File: src/hw/lane_ram_pkg.sv
package lane_ram_pkg;

    localparam int NUM_LANES   = 8;
    localparam int RAM_LATENCY = 2;   // Cycles from address to data
    localparam int ADDR_W      = 12;
    localparam int LANE_BYTE_W = 8;

    typedef logic [ADDR_W-1:0]      lane_addr_t;
    typedef logic [LANE_BYTE_W-1:0] lane_byte_t;
    typedef logic [$clog2(NUM_LANES)-1:0] lane_idx_t;

    // Bit i enables lane i
    typedef logic [NUM_LANES-1:0] lane_mask_t;

    // Lane 0 sits in the top byte of the read word
    typedef logic [NUM_LANES*LANE_BYTE_W-1:0] ram_word_t;

    // Lane 0 sits in the top twelve bits of the address bus
    typedef logic [NUM_LANES*ADDR_W-1:0] ram_addr_bus_t;

endpackage

File: src/hw/frame_pkg.sv
package frame_pkg;

    localparam int DATA_LEN_W  = 12;
    localparam int FRAME_IDX_W = 16;
    localparam int CHECKSUM_W  = 16;
    localparam int BYTE_W      = 8;

    typedef logic [BYTE_W-1:0]      frame_byte_t;
    typedef logic [DATA_LEN_W-1:0]  data_len_t;   // Bytes per lane, at least 4
    typedef logic [FRAME_IDX_W-1:0] frame_idx_t;
    typedef logic [CHECKSUM_W-1:0]  checksum_t;   // Sum of data bytes modulo 2^16

    localparam frame_byte_t SYNC_HI_BYTE = 8'h55;
    localparam frame_byte_t SYNC_LO_BYTE = 8'hAA;

    typedef enum logic [4:0] {
        IDLE,
        WAIT,        // Waits for room in the FIFO
        READY,       // Waits for fs
        INIT,
        SYNC_HI,
        SYNC_LO,
        MASK_PAD,
        MASK,
        IDX_HI,
        IDX_LO,
        LANE_CHECK,
        LANE_PRIME,  // Addresses go out before any data returns
        LANE_READ,
        LANE_DRAIN,  // Last bytes still in flight from the RAM
        SUM_HI,
        SUM_LO,
        DONE
    } frame_phase_e;

endpackage
File: src/hw/frame_ctl_if.sv
`timescale 1ns/1ps

interface frame_ctl_if;

    frame_pkg::frame_phase_e phase;
    lane_ram_pkg::lane_idx_t lane;
    logic                    addr_load;  // All lanes in INIT, current lane in LANE_CHECK
    logic                    addr_step;  // Current lane moves to its next byte
    logic                    take;       // A data byte of the current lane is on ram_rxd

    modport seq (
        output phase,
        output lane,
        output addr_load,
        output addr_step,
        output take
    );

    modport addr (
        input phase,
        input lane,
        input addr_load,
        input addr_step
    );

    modport emit (
        input phase,
        input lane,
        input take
    );

endinterface

File: src/hw/ram2fifo.sv
`timescale 1ns/1ps

module ram2fifo (
    input  logic                        clk,
    input  logic                        rst,

    input  logic                        fs,
    output logic                        fd,

    input  lane_ram_pkg::lane_addr_t    ram_rxa_init,

    input  frame_pkg::data_len_t        data_len,
    input  lane_ram_pkg::lane_mask_t    link,
    input  frame_pkg::frame_idx_t       data_idx,

    input  lane_ram_pkg::ram_word_t     ram_rxd,
    output lane_ram_pkg::ram_addr_bus_t ram_rxa,

    input  logic                        fifo_full,
    output frame_pkg::frame_byte_t      fifo_txd,
    output logic                        fifo_txen
);

    // *****************************************************************
    // Sequencer control shared by both datapaths
    // *****************************************************************

    frame_ctl_if ctl ();

    frame_sequencer u_sequencer (
        .clk       (clk),
        .rst       (rst),
        .fs        (fs),
        .fifo_full (fifo_full),
        .link      (link),
        .data_len  (data_len),
        .fd        (fd),
        .ctl       (ctl)
    );

    // *****************************************************************
    // RAM address side
    // *****************************************************************

    lane_addr_gen u_addr_gen (
        .clk          (clk),
        .rst          (rst),
        .ram_rxa_init (ram_rxa_init),
        .ram_rxa      (ram_rxa),
        .ctl          (ctl)
    );

    // *****************************************************************
    // FIFO write side
    // *****************************************************************

    frame_emitter u_emitter (
        .clk       (clk),
        .rst       (rst),
        .link      (link),
        .data_idx  (data_idx),
        .ram_rxd   (ram_rxd),
        .fifo_txd  (fifo_txd),
        .fifo_txen (fifo_txen),
        .ctl       (ctl)
    );

endmodule

File: src/hw/frame_emitter.sv
`timescale 1ns/1ps

module frame_emitter (
    input  logic                     clk,
    input  logic                     rst,
    input  lane_ram_pkg::lane_mask_t link,
    input  frame_pkg::frame_idx_t    data_idx,
    input  lane_ram_pkg::ram_word_t  ram_rxd,
    output frame_pkg::frame_byte_t   fifo_txd,
    output logic                     fifo_txen,
    frame_ctl_if.emit                ctl
);

    lane_ram_pkg::lane_byte_t lane_byte;
    frame_pkg::frame_byte_t   byte_d;
    logic                     wr_d;
    frame_pkg::checksum_t     checksum;

    // Lane 0 is the top byte of the RAM word
    always_comb begin
        lane_byte = ram_rxd[(lane_ram_pkg::NUM_LANES - 1 - int'(ctl.lane))
                            * lane_ram_pkg::LANE_BYTE_W
                            +: lane_ram_pkg::LANE_BYTE_W];
    end

    // *****************************************************************
    // Byte selection for the current phase
    // *****************************************************************

    always_comb begin
        byte_d = lane_byte;
        wr_d   = 1'b1;
        case (ctl.phase)
            frame_pkg::SYNC_HI:  byte_d = frame_pkg::SYNC_HI_BYTE;
            frame_pkg::SYNC_LO:  byte_d = frame_pkg::SYNC_LO_BYTE;
            frame_pkg::MASK_PAD: byte_d = '0;
            frame_pkg::MASK:     byte_d = link;
            frame_pkg::IDX_HI:   byte_d = data_idx[15:8];
            frame_pkg::IDX_LO:   byte_d = data_idx[7:0];
            frame_pkg::SUM_HI:   byte_d = checksum[15:8];
            frame_pkg::SUM_LO:   byte_d = checksum[7:0];
            default: begin
                wr_d = ctl.take;  // Only lane data writes outside the fixed fields
            end
        endcase
    end

    always_ff @(posedge clk) begin
        fifo_txd <= byte_d;
    end

    always_ff @(posedge clk or posedge rst) begin
        if (rst) begin
            fifo_txen <= 1'b0;
        end else begin
            fifo_txen <= wr_d;
        end
    end

    // *****************************************************************
    // Checksum over the lane data
    // *****************************************************************

    // Cleared in MASK and summed over every taken byte
    always_ff @(posedge clk) begin
        if (ctl.phase == frame_pkg::MASK) begin
            checksum <= '0;
        end else if (ctl.take) begin
            checksum <= checksum + frame_pkg::checksum_t'(lane_byte);
        end
    end

endmodule

File: src/hw/lane_addr_gen.sv
`timescale 1ns/1ps

module lane_addr_gen (
    input  logic                        clk,
    input  logic                        rst,
    input  lane_ram_pkg::lane_addr_t    ram_rxa_init,
    output lane_ram_pkg::ram_addr_bus_t ram_rxa,
    frame_ctl_if.addr                   ctl
);

    lane_ram_pkg::lane_addr_t addr_q [lane_ram_pkg::NUM_LANES];
    logic                     load_all;

    assign load_all = ctl.addr_load && (ctl.phase == frame_pkg::INIT);

    // *****************************************************************
    // One address register per lane
    // *****************************************************************

    always_ff @(posedge clk or posedge rst) begin
        if (rst) begin
            for (int i = 0; i < lane_ram_pkg::NUM_LANES; i++) begin
                addr_q[i] <= '0;
            end
        end else begin
            for (int i = 0; i < lane_ram_pkg::NUM_LANES; i++) begin
                if (load_all) begin
                    addr_q[i] <= ram_rxa_init;
                end else if (ctl.lane == lane_ram_pkg::lane_idx_t'(i)) begin
                    if (ctl.addr_load) begin
                        addr_q[i] <= ram_rxa_init;  // Each lane restarts at the base
                    end else if (ctl.addr_step) begin
                        addr_q[i] <= addr_q[i] + 1'b1;
                    end
                end
            end
        end
    end

    // Lane 0 goes to the top of the bus
    always_comb begin
        ram_rxa = '0;
        for (int i = 0; i < lane_ram_pkg::NUM_LANES; i++) begin
            ram_rxa[(lane_ram_pkg::NUM_LANES - 1 - i) * lane_ram_pkg::ADDR_W
                    +: lane_ram_pkg::ADDR_W] = addr_q[i];
        end
    end

    a_load_step_exclusive: assert property (
        @(posedge clk) disable iff (rst) !(ctl.addr_load && ctl.addr_step)
    );

endmodule

File: src/hw/frame_sequencer.sv
`timescale 1ns/1ps

module frame_sequencer (
    input  logic                     clk,
    input  logic                     rst,
    input  logic                     fs,
    input  logic                     fifo_full,
    input  lane_ram_pkg::lane_mask_t link,
    input  frame_pkg::data_len_t     data_len,
    output logic                     fd,
    frame_ctl_if.seq                 ctl
);

    frame_pkg::frame_phase_e phase;
    frame_pkg::frame_phase_e phase_d;
    lane_ram_pkg::lane_idx_t lane;
    logic [$clog2(lane_ram_pkg::RAM_LATENCY + 1)-1:0] lat_cnt;
    frame_pkg::data_len_t    len_cnt;
    logic                    lat_last;
    logic                    len_last;
    logic                    last_lane;

    assign lat_last  = (lat_cnt == lane_ram_pkg::RAM_LATENCY - 1);
    assign len_last  = (len_cnt == data_len
                        - frame_pkg::data_len_t'(lane_ram_pkg::RAM_LATENCY + 1));
    assign last_lane = (lane == lane_ram_pkg::lane_idx_t'(lane_ram_pkg::NUM_LANES - 1));

    // *****************************************************************
    // Phase register and next phase
    // *****************************************************************

    always_ff @(posedge clk or posedge rst) begin
        if (rst) begin
            phase <= frame_pkg::IDLE;
        end else begin
            phase <= phase_d;
        end
    end

    always_comb begin
        phase_d = phase;
        case (phase)
            frame_pkg::IDLE:     phase_d = frame_pkg::WAIT;
            frame_pkg::WAIT:     if (!fifo_full) phase_d = frame_pkg::READY;
            frame_pkg::READY:    if (fs) phase_d = frame_pkg::INIT;
            frame_pkg::INIT:     phase_d = frame_pkg::SYNC_HI;
            frame_pkg::SYNC_HI:  phase_d = frame_pkg::SYNC_LO;
            frame_pkg::SYNC_LO:  phase_d = frame_pkg::MASK_PAD;
            frame_pkg::MASK_PAD: phase_d = frame_pkg::MASK;
            frame_pkg::MASK:     phase_d = frame_pkg::IDX_HI;
            frame_pkg::IDX_HI:   phase_d = frame_pkg::IDX_LO;
            frame_pkg::IDX_LO:   phase_d = frame_pkg::LANE_CHECK;
            frame_pkg::LANE_CHECK: begin
                if (link[lane]) begin
                    phase_d = frame_pkg::LANE_PRIME;
                end else if (last_lane) begin
                    phase_d = frame_pkg::SUM_HI;
                end
            end
            frame_pkg::LANE_PRIME: if (lat_last) phase_d = frame_pkg::LANE_READ;
            frame_pkg::LANE_READ:  if (len_last) phase_d = frame_pkg::LANE_DRAIN;
            frame_pkg::LANE_DRAIN: begin
                if (lat_last) begin
                    phase_d = last_lane ? frame_pkg::SUM_HI : frame_pkg::LANE_CHECK;
                end
            end
            frame_pkg::SUM_HI:   phase_d = frame_pkg::SUM_LO;
            frame_pkg::SUM_LO:   phase_d = frame_pkg::DONE;
            frame_pkg::DONE:     if (!fs) phase_d = frame_pkg::WAIT;
            default:             phase_d = frame_pkg::IDLE;
        endcase
    end

    // *****************************************************************
    // Lane walk and cycle counters
    // *****************************************************************

    always_ff @(posedge clk or posedge rst) begin
        if (rst) begin
            lane <= '0;
        end else if (phase == frame_pkg::INIT) begin
            lane <= '0;
        end else if (!last_lane) begin
            if ((phase == frame_pkg::LANE_CHECK && !link[lane]) ||
                (phase == frame_pkg::LANE_DRAIN && lat_last)) begin
                lane <= lane + 1'b1;
            end
        end
    end

    always_ff @(posedge clk or posedge rst) begin
        if (rst) begin
            lat_cnt <= '0;
        end else if ((phase == frame_pkg::LANE_PRIME || phase == frame_pkg::LANE_DRAIN)
                     && !lat_last) begin
            lat_cnt <= lat_cnt + 1'b1;
        end else begin
            lat_cnt <= '0;
        end
    end

    always_ff @(posedge clk or posedge rst) begin
        if (rst) begin
            len_cnt <= '0;
        end else if (phase == frame_pkg::LANE_READ && !len_last) begin
            len_cnt <= len_cnt + 1'b1;
        end else begin
            len_cnt <= '0;
        end
    end

    // Rises one cycle into DONE so the last checksum byte is already out
    always_ff @(posedge clk or posedge rst) begin
        if (rst) begin
            fd <= 1'b0;
        end else begin
            fd <= (phase == frame_pkg::DONE) && fs;
        end
    end

    assign ctl.phase     = phase;
    assign ctl.lane      = lane;
    assign ctl.addr_load = (phase == frame_pkg::INIT) || (phase == frame_pkg::LANE_CHECK);
    assign ctl.addr_step = (phase == frame_pkg::LANE_PRIME) || (phase == frame_pkg::LANE_READ);
    assign ctl.take      = (phase == frame_pkg::LANE_READ) || (phase == frame_pkg::LANE_DRAIN);

    a_take_enabled_lane: assert property (
        @(posedge clk) disable iff (rst) ctl.take |-> link[ctl.lane]
    );

    // The lane number only steps up by one and never wraps past lane 7
    a_lane_in_range: assert property (
        @(posedge clk) disable iff (rst)
        (ctl.lane != $past(ctl.lane)) |->
            ((int'(ctl.lane) == int'($past(ctl.lane)) + 1)
             || ($past(phase) == frame_pkg::INIT))
    );

endmodule

File: config.mk
export PLATFORM = sky130hd
export DESIGN_NAME = ram2fifo
export DESIGN_NICKNAME = d
export VERILOG_FILES = /design/src/hw/lane_ram_pkg.sv /design/src/hw/frame_pkg.sv /design/src/hw/frame_ctl_if.sv /design/src/hw/ram2fifo.sv /design/src/hw/frame_emitter.sv /design/src/hw/lane_addr_gen.sv /design/src/hw/frame_sequencer.sv
export SDC_FILE = /design/constraint.sdc
export NUM_CORES = 1
export LEC_CHECK = 0
export ABC_AREA = 0
export BUFFER_PORTS_ARGS = -buffer_cell sky130_fd_sc_hd__buf_4
export CAP_MARGIN = 10
export CORE_MARGIN = 4
export CORE_UTILIZATION = 40
export CTS_CLUSTER_DIAMETER = 50
export CTS_CLUSTER_SIZE = 24
export DETAILED_ROUTE_END_ITERATION = 10
export SYNTH_ARGS = -nofsm -noshare
export SYNTH_HDL_FRONTEND = slang
export SYNTH_SLANG_ARGS = --single-unit
File: constraint.sdc
create_clock -name clk -period 4.9 [get_ports clk]
set_input_delay 0.98 -clock clk [delete_from_list [all_inputs] [get_ports clk]]
set_output_delay 0.98 -clock clk [all_outputs]
set_load 0.02 [all_outputs]
[Word-level counts from Yosys, hierarchy flattened]
Cells that the tools add are included.
W data, S select, Z words.
Operators by class
  add/subtract/negate cells: 14
  multipliers: 0
  divide/modulo/power cells: 0
  magnitude comparators: 1
  eq/ne operators: 33
  shift operators: 1
  muxes and demuxes: 51
  bitwise operators: 0
  reduce and logical (&&, ||, !) cells: 37
Operators by type and width (count)
  $mux W12: 33
  $add A12 B1 Y12 const B: 9
  $pmux W5 S17: 1
  $pmux W8 S8: 1
  $shiftx A64 B32 Y8: 1
  $eq A5 B4 Y1 const B: 8
  $mux W5: 8
  $eq A5 B3 Y1 const B: 4
  $reduce_and A2 Y1: 9
  $reduce_bool A2 Y1: 9
  $add A16 B8 Y16: 1
  $eq A12 B12 Y1: 1
  $eq A3 B3 Y1 const B: 4
  $mux W3: 4
  $sub A12 B2 Y12 const B: 1
  $eq A5 B2 Y1 const B: 2
  $ne A2 B1 Y1 const B: 4
  $reduce_or A8 Y1: 1
  $reduce_and A7 Y1: 1
  $eq A3 B2 Y1 const B: 2
  $logic_and A1 B1 Y1: 6
  $ne A2 B2 Y1 const B: 3
  $eq A5 B1 Y1 const B: 1
  $eq A5 B5 Y1 const B: 1
  other kinds (15): 22
Storage, ports and cells
  register bits: 144
  bits in latches: 0
  bits in writable memories: 0
  ROM bits: 0
  bits of input ports: 116
  output and inout bits: 106
  word-level logic and storage cells: 153
  memories kept: 0

[Logic depth before layout (Yosys ltp)]
  depth in word-level cells: 8
  depth in mapped cells: 13
  depth with buffers taken out: 11

[Modules after synthesis]
From an unflattened synthesis, not the netlist that was laid out.
Second synthesis, totals
  cells, all modules: 1137
  area total of the unflattened synthesis: 10107.2 µm²
Modules (own cells, without submodules)
  lane_addr_gen: times used 1, cells an instance 710, area an instance 6243.5 µm², seq. area each 2402.3 µm²
  frame_emitter: times used 1, cells an instance 240, area an instance 2205.9 µm², seq. area each 505.5 µm²
  frame_sequencer: times used 1, cells an instance 187, area an instance 1657.8 µm², seq. area each 575.6 µm²

[Worst setup path after synthesis]
Ideal clock, no wire load.
  path type: input port to flip-flop
  start point: input ram_rxd[32]
  end point: register u_emitter.checksum[12]
  library setup time: 0.117 ns
  data arrival time: 3.088 ns
  required time: 4.783 ns
  setup slack: 1.695 ns
  cell stages on the path: 11
  buffers on the path: 0
  cells stage by stage: mux4_2 -> nand2_1 -> nand2_1 -> ha_1 -> fa_1 -> a21o_1 -> a211oi_1 -> o21ai_0 -> nand4_1 -> xor2_1 -> nor2_1
On the way
  cells in the longest elaborated chain, start to end: 2
Ends and longest elaborated chain
  start, declared: line ram2fifo.sv:16  | input lane_ram_pkg::ram_word_t ram_rxd,
  $shiftx A64 B32 Y8: line frame_emitter.sv:21  | lane_byte = ram_rxd[(lane_ram_pkg::NUM_LANES - 1 - int'(ctl.lane))
  $add A16 B8 Y16: line frame_emitter.sv:69  | checksum <= checksum + frame_pkg::checksum_t'(lane_byte);
  end signal, assigned: line frame_emitter.sv:69
  end, declared: line frame_emitter.sv:17  | frame_pkg::checksum_t checksum;
Every way passes these cells.
A chain may end at the register's enable or synchronous reset.

[Final worst setup path]
  start point: register u_sequencer.lane[0] (netlist: u_sequencer.ctl.lane[0])
  end point: register u_emitter.checksum[12]
On the way
  cells in the longest elaborated chain, start to end: 3
Ends and longest elaborated chain
  start, declared: line frame_sequencer.sv:16  | lane_ram_pkg::lane_idx_t lane;
  start signal, assigned: line frame_sequencer.sv:86  | lane <= lane + 1'b1;
  $sub A3 B3 Y4: line frame_emitter.sv:21
  $shiftx A64 B32 Y8: line frame_emitter.sv:21
  $add A16 B8 Y16: line frame_emitter.sv:69
Every way passes these cells.

==> results_dict.tcl <==
set metrics [dict create \
    setup_tns_ps 0 \
    grt_pass1_vias 8578 \
    wl_per_cell_um 19.0 \
    post_cts_buffers 0 \
    ys_seq_area_share_pct 37.9 \
    critPathKind "flop to flop" \
    hold_viol_final 0 \
    avgSynthCellArea_sq_um 8.74 \
    grt-ovfl-total 0 \
    grt_max_degree 98 \
    multi_input_area_sq_mm 0.00537 \
    hpwl_mm 21.0 \
    core_sq_mm 0.0226 \
    drv_slew 0 \
    hold_slack_ps 444 \
    place.port_buffers 221 \
    endpoint "u_emitter.checksum[12]" \
    num-fill-cells 2193 \
    worstMarginPinSlew_ps 1170 \
    synth.top_cells.by_count "132 x nor2_1, 120 x dfrtp_1, 112 x a21oi_1, 88 x nand2_1, 81 x o22a_1" \
    die_y_um 160 \
    antenna_found_initial 0 \
    run_status "finished, final reports clean" \
    clock_path_buffers 2 \
    synth_edf_count 0 \
    grt.total_usage_pct 22.3 \
    dieArea_sq_mm 0.0254 \
    cp_data_required_time_ps 5170 \
    cp_slowest_cell "dfrtp_1" \
    cts_resized 0 \
    utilization_pct 51.3 \
    ys_async_sr_fraction_pct 83.3 \
    p_total_mw 7.31 \
    maxSlewHeadroom_pct 21.6 \
    yosys_warnings 0 \
    drt_pass1_iterations 5 \
    fin_skew_ps 11.0 \
    syn_nets 1192 \
    rsz0062_at_grt "false" \
    final_layout_size_suffix_gt1_share_pct 24.3 \
    post-route-min-period_ps 3620 \
    register_area_sq_mm 0.00348 \
    synth.ff_latch_count 144 \
    crit_family "flip-flops" \
    timing.rr.end "u_emitter.checksum[12]" \
    irDropWorstVdd_mv 0.256 \
    maxCapViolCount 0 \
    syn2layout_area_growth_pct 26.5 \
    cts_max_level 4 \
    cts_sinks 144 \
    initial_core_util_pct 40.6 \
    routabilityCongestion 0.850 \
    yosys-top-cells-area "dfrtp_1 33%, o22a_1 7.7%, a21oi_1 6.1%, nor2_1 5.4%, dfxtp_1 5.2%" \
    vias 8875 \
    path_common_cell "nand2_1" \
    nets 1374 \
    arrival_ps 3890 \
    drt-total-wl_mm 29.0 \
    fin_crit_sh_pct 73.9 \
    antenna_left 0 \
    antenna_cells 0 \
    start_kind "flop" \
    path_depth 11 \
    synth_most_common_cell "nor2_1" \
    cts_made_buffers 17 \
    worstSetupEndpointType "flop" \
    rr_worst_depth 11 \
    path_cells "buf_4 > mux4_2 > nand2_1 > nand2_1 > fa_1 > a21o_1 > a211oi_1 > o21ai_0 > nand4_1 > xor2_1 > nor2_1" \
    netlist_area_sq_mm 0.00918 \
    setup_viol 0 \
    netlist_instances 1050 \
    yosys.cell_types.count 69 \
    grt_pass1_wl_mm 46.3 \
    drt-initial-drc-count 658 \
    path_max_fanout 16 \
    drc 0 \
    crit_buf_inv 1 \
    die_x_um 160 \
    timing.rr.start "u_sequencer.ctl.lane[0]" \
    cts-root-buf "clkbuf_16" \
    worst_setup_hold_path_clk_slew_ps 60 \
    cp_slowest_stage_delay_ps 890 \
    startpoint "u_sequencer.ctl.lane[0]" \
    max_freq_mhz 276 \
    synth_flop_cell "dfrtp_1" \
    tritoncts "yes" \
    powerDensity_mw_per_mm2 629 \
    yosysTopAreaCell "dfrtp_1" \
    reg2reg_slack_ps 1280 \
    fp-row-count 55 \
    synth_top_area_share_pct 32.7 \
    vias_per_cell 5.80 \
    hp-class "flop to flop" \
    ioPinCount 222 \
    postCtsHoldBufs 0 \
    insertion_delay_ps 430 \
    p_leak_nw 5.05 \
]
## how the worst min path moves through the flow
stage / slack, ps / cells past startpoint / end / startpoint
floorplan: 410 / 1 / u_sequencer.lat_cnt[0] / u_sequencer.lat_cnt[0]
global placement: 420 / 1 / u_sequencer.lat_cnt[0] / u_sequencer.lat_cnt[0]
detailed placement: 440 / 1 / u_sequencer.lat_cnt[0] / u_sequencer.lat_cnt[0]
CTS: 450 / 1 / u_sequencer.lat_cnt[0] / u_sequencer.lat_cnt[0]
global route: 470 / 1 / u_sequencer.lat_cnt[0] / u_sequencer.lat_cnt[0]
finish: 440 / 1 / u_sequencer.lat_cnt[0] / u_sequencer.lat_cnt[0]
## stage by stage
stage,setup WS [ps],area [sq um],cells
after detailed placement,1240,11000,1498
final,1280,11600,1529
after CTS,1230,11600,1529
after floorplan,734,9180,1050
after global routing,943,11600,1529
after global placement,1250,11000,1498
## area by class of cell
type	count	share of cell area, %
clock buffer	17	3.66
clock inverter	14	1.55
inverter	19	0.635
multi-input combinational	822	46.3
tap	285	3.07
timing repair buffer	228	14.8
sequential	144	30.0
## cells in the final DEF (no fill, tap or decap), types with 24 or more instances in the layout
master | Yosys | layout
o22a_1 | 81 | 81
and3_1 | 31 | 31
ha_1 | 25 | 25
buf_4 | 0 | 227
a31oi_1 | 38 | 38
nor2_1 | 132 | 132
nand2_1 | 88 | 88
xor2_1 | 24 | 24
nand3_1 | 53 | 53
dfrtp_1 | 120 | 120
a21oi_1 | 112 | 112
dfxtp_1 | 24 | 24
## metal layers
metal	part of all wire (%)	GRT usage, %	up-vias
li1	-	-	4274
met1	43	28.4	4241
met2	49	38.0	322
met3	6.4	4.63	38
met4	2.1	7.06	0
met5	0	0	-
## logic make-up after synthesis
logic type / share of synthesized area (%)
and+or+nand+nor: 20.3
muxes: 4.52
buffers and inverters: 3.75
AOI/OAI and AO/OA: 26.0
DFF: 37.9
adders and majority gates: 3.62
xor gates and xnor gates: 3.82
## flip-flops by register name, indices dropped and copies added (netlist names)
name,count
u_sequencer.ctl.phase,5
u_emitter.checksum,16
u_sequencer.fd,1
u_sequencer.len_cnt,12
u_sequencer.ctl.lane,3
u_emitter.fifo_txd,8
u_emitter.fifo_txen,1
u_addr_gen.ram_rxa,96
u_sequencer.lat_cnt,2
## power breakdown
| part | total (mW) | internal [mW] | switching, mW |
|---|---|---|---|
| clock | 1.36 | 0.809 | 0.548 |
| sequential | 2.28 | 1.64 | 0.642 |
| combinational | 3.67 | 1.57 | 2.10 |
Note: power is estimated with default switching activity, not from simulation.
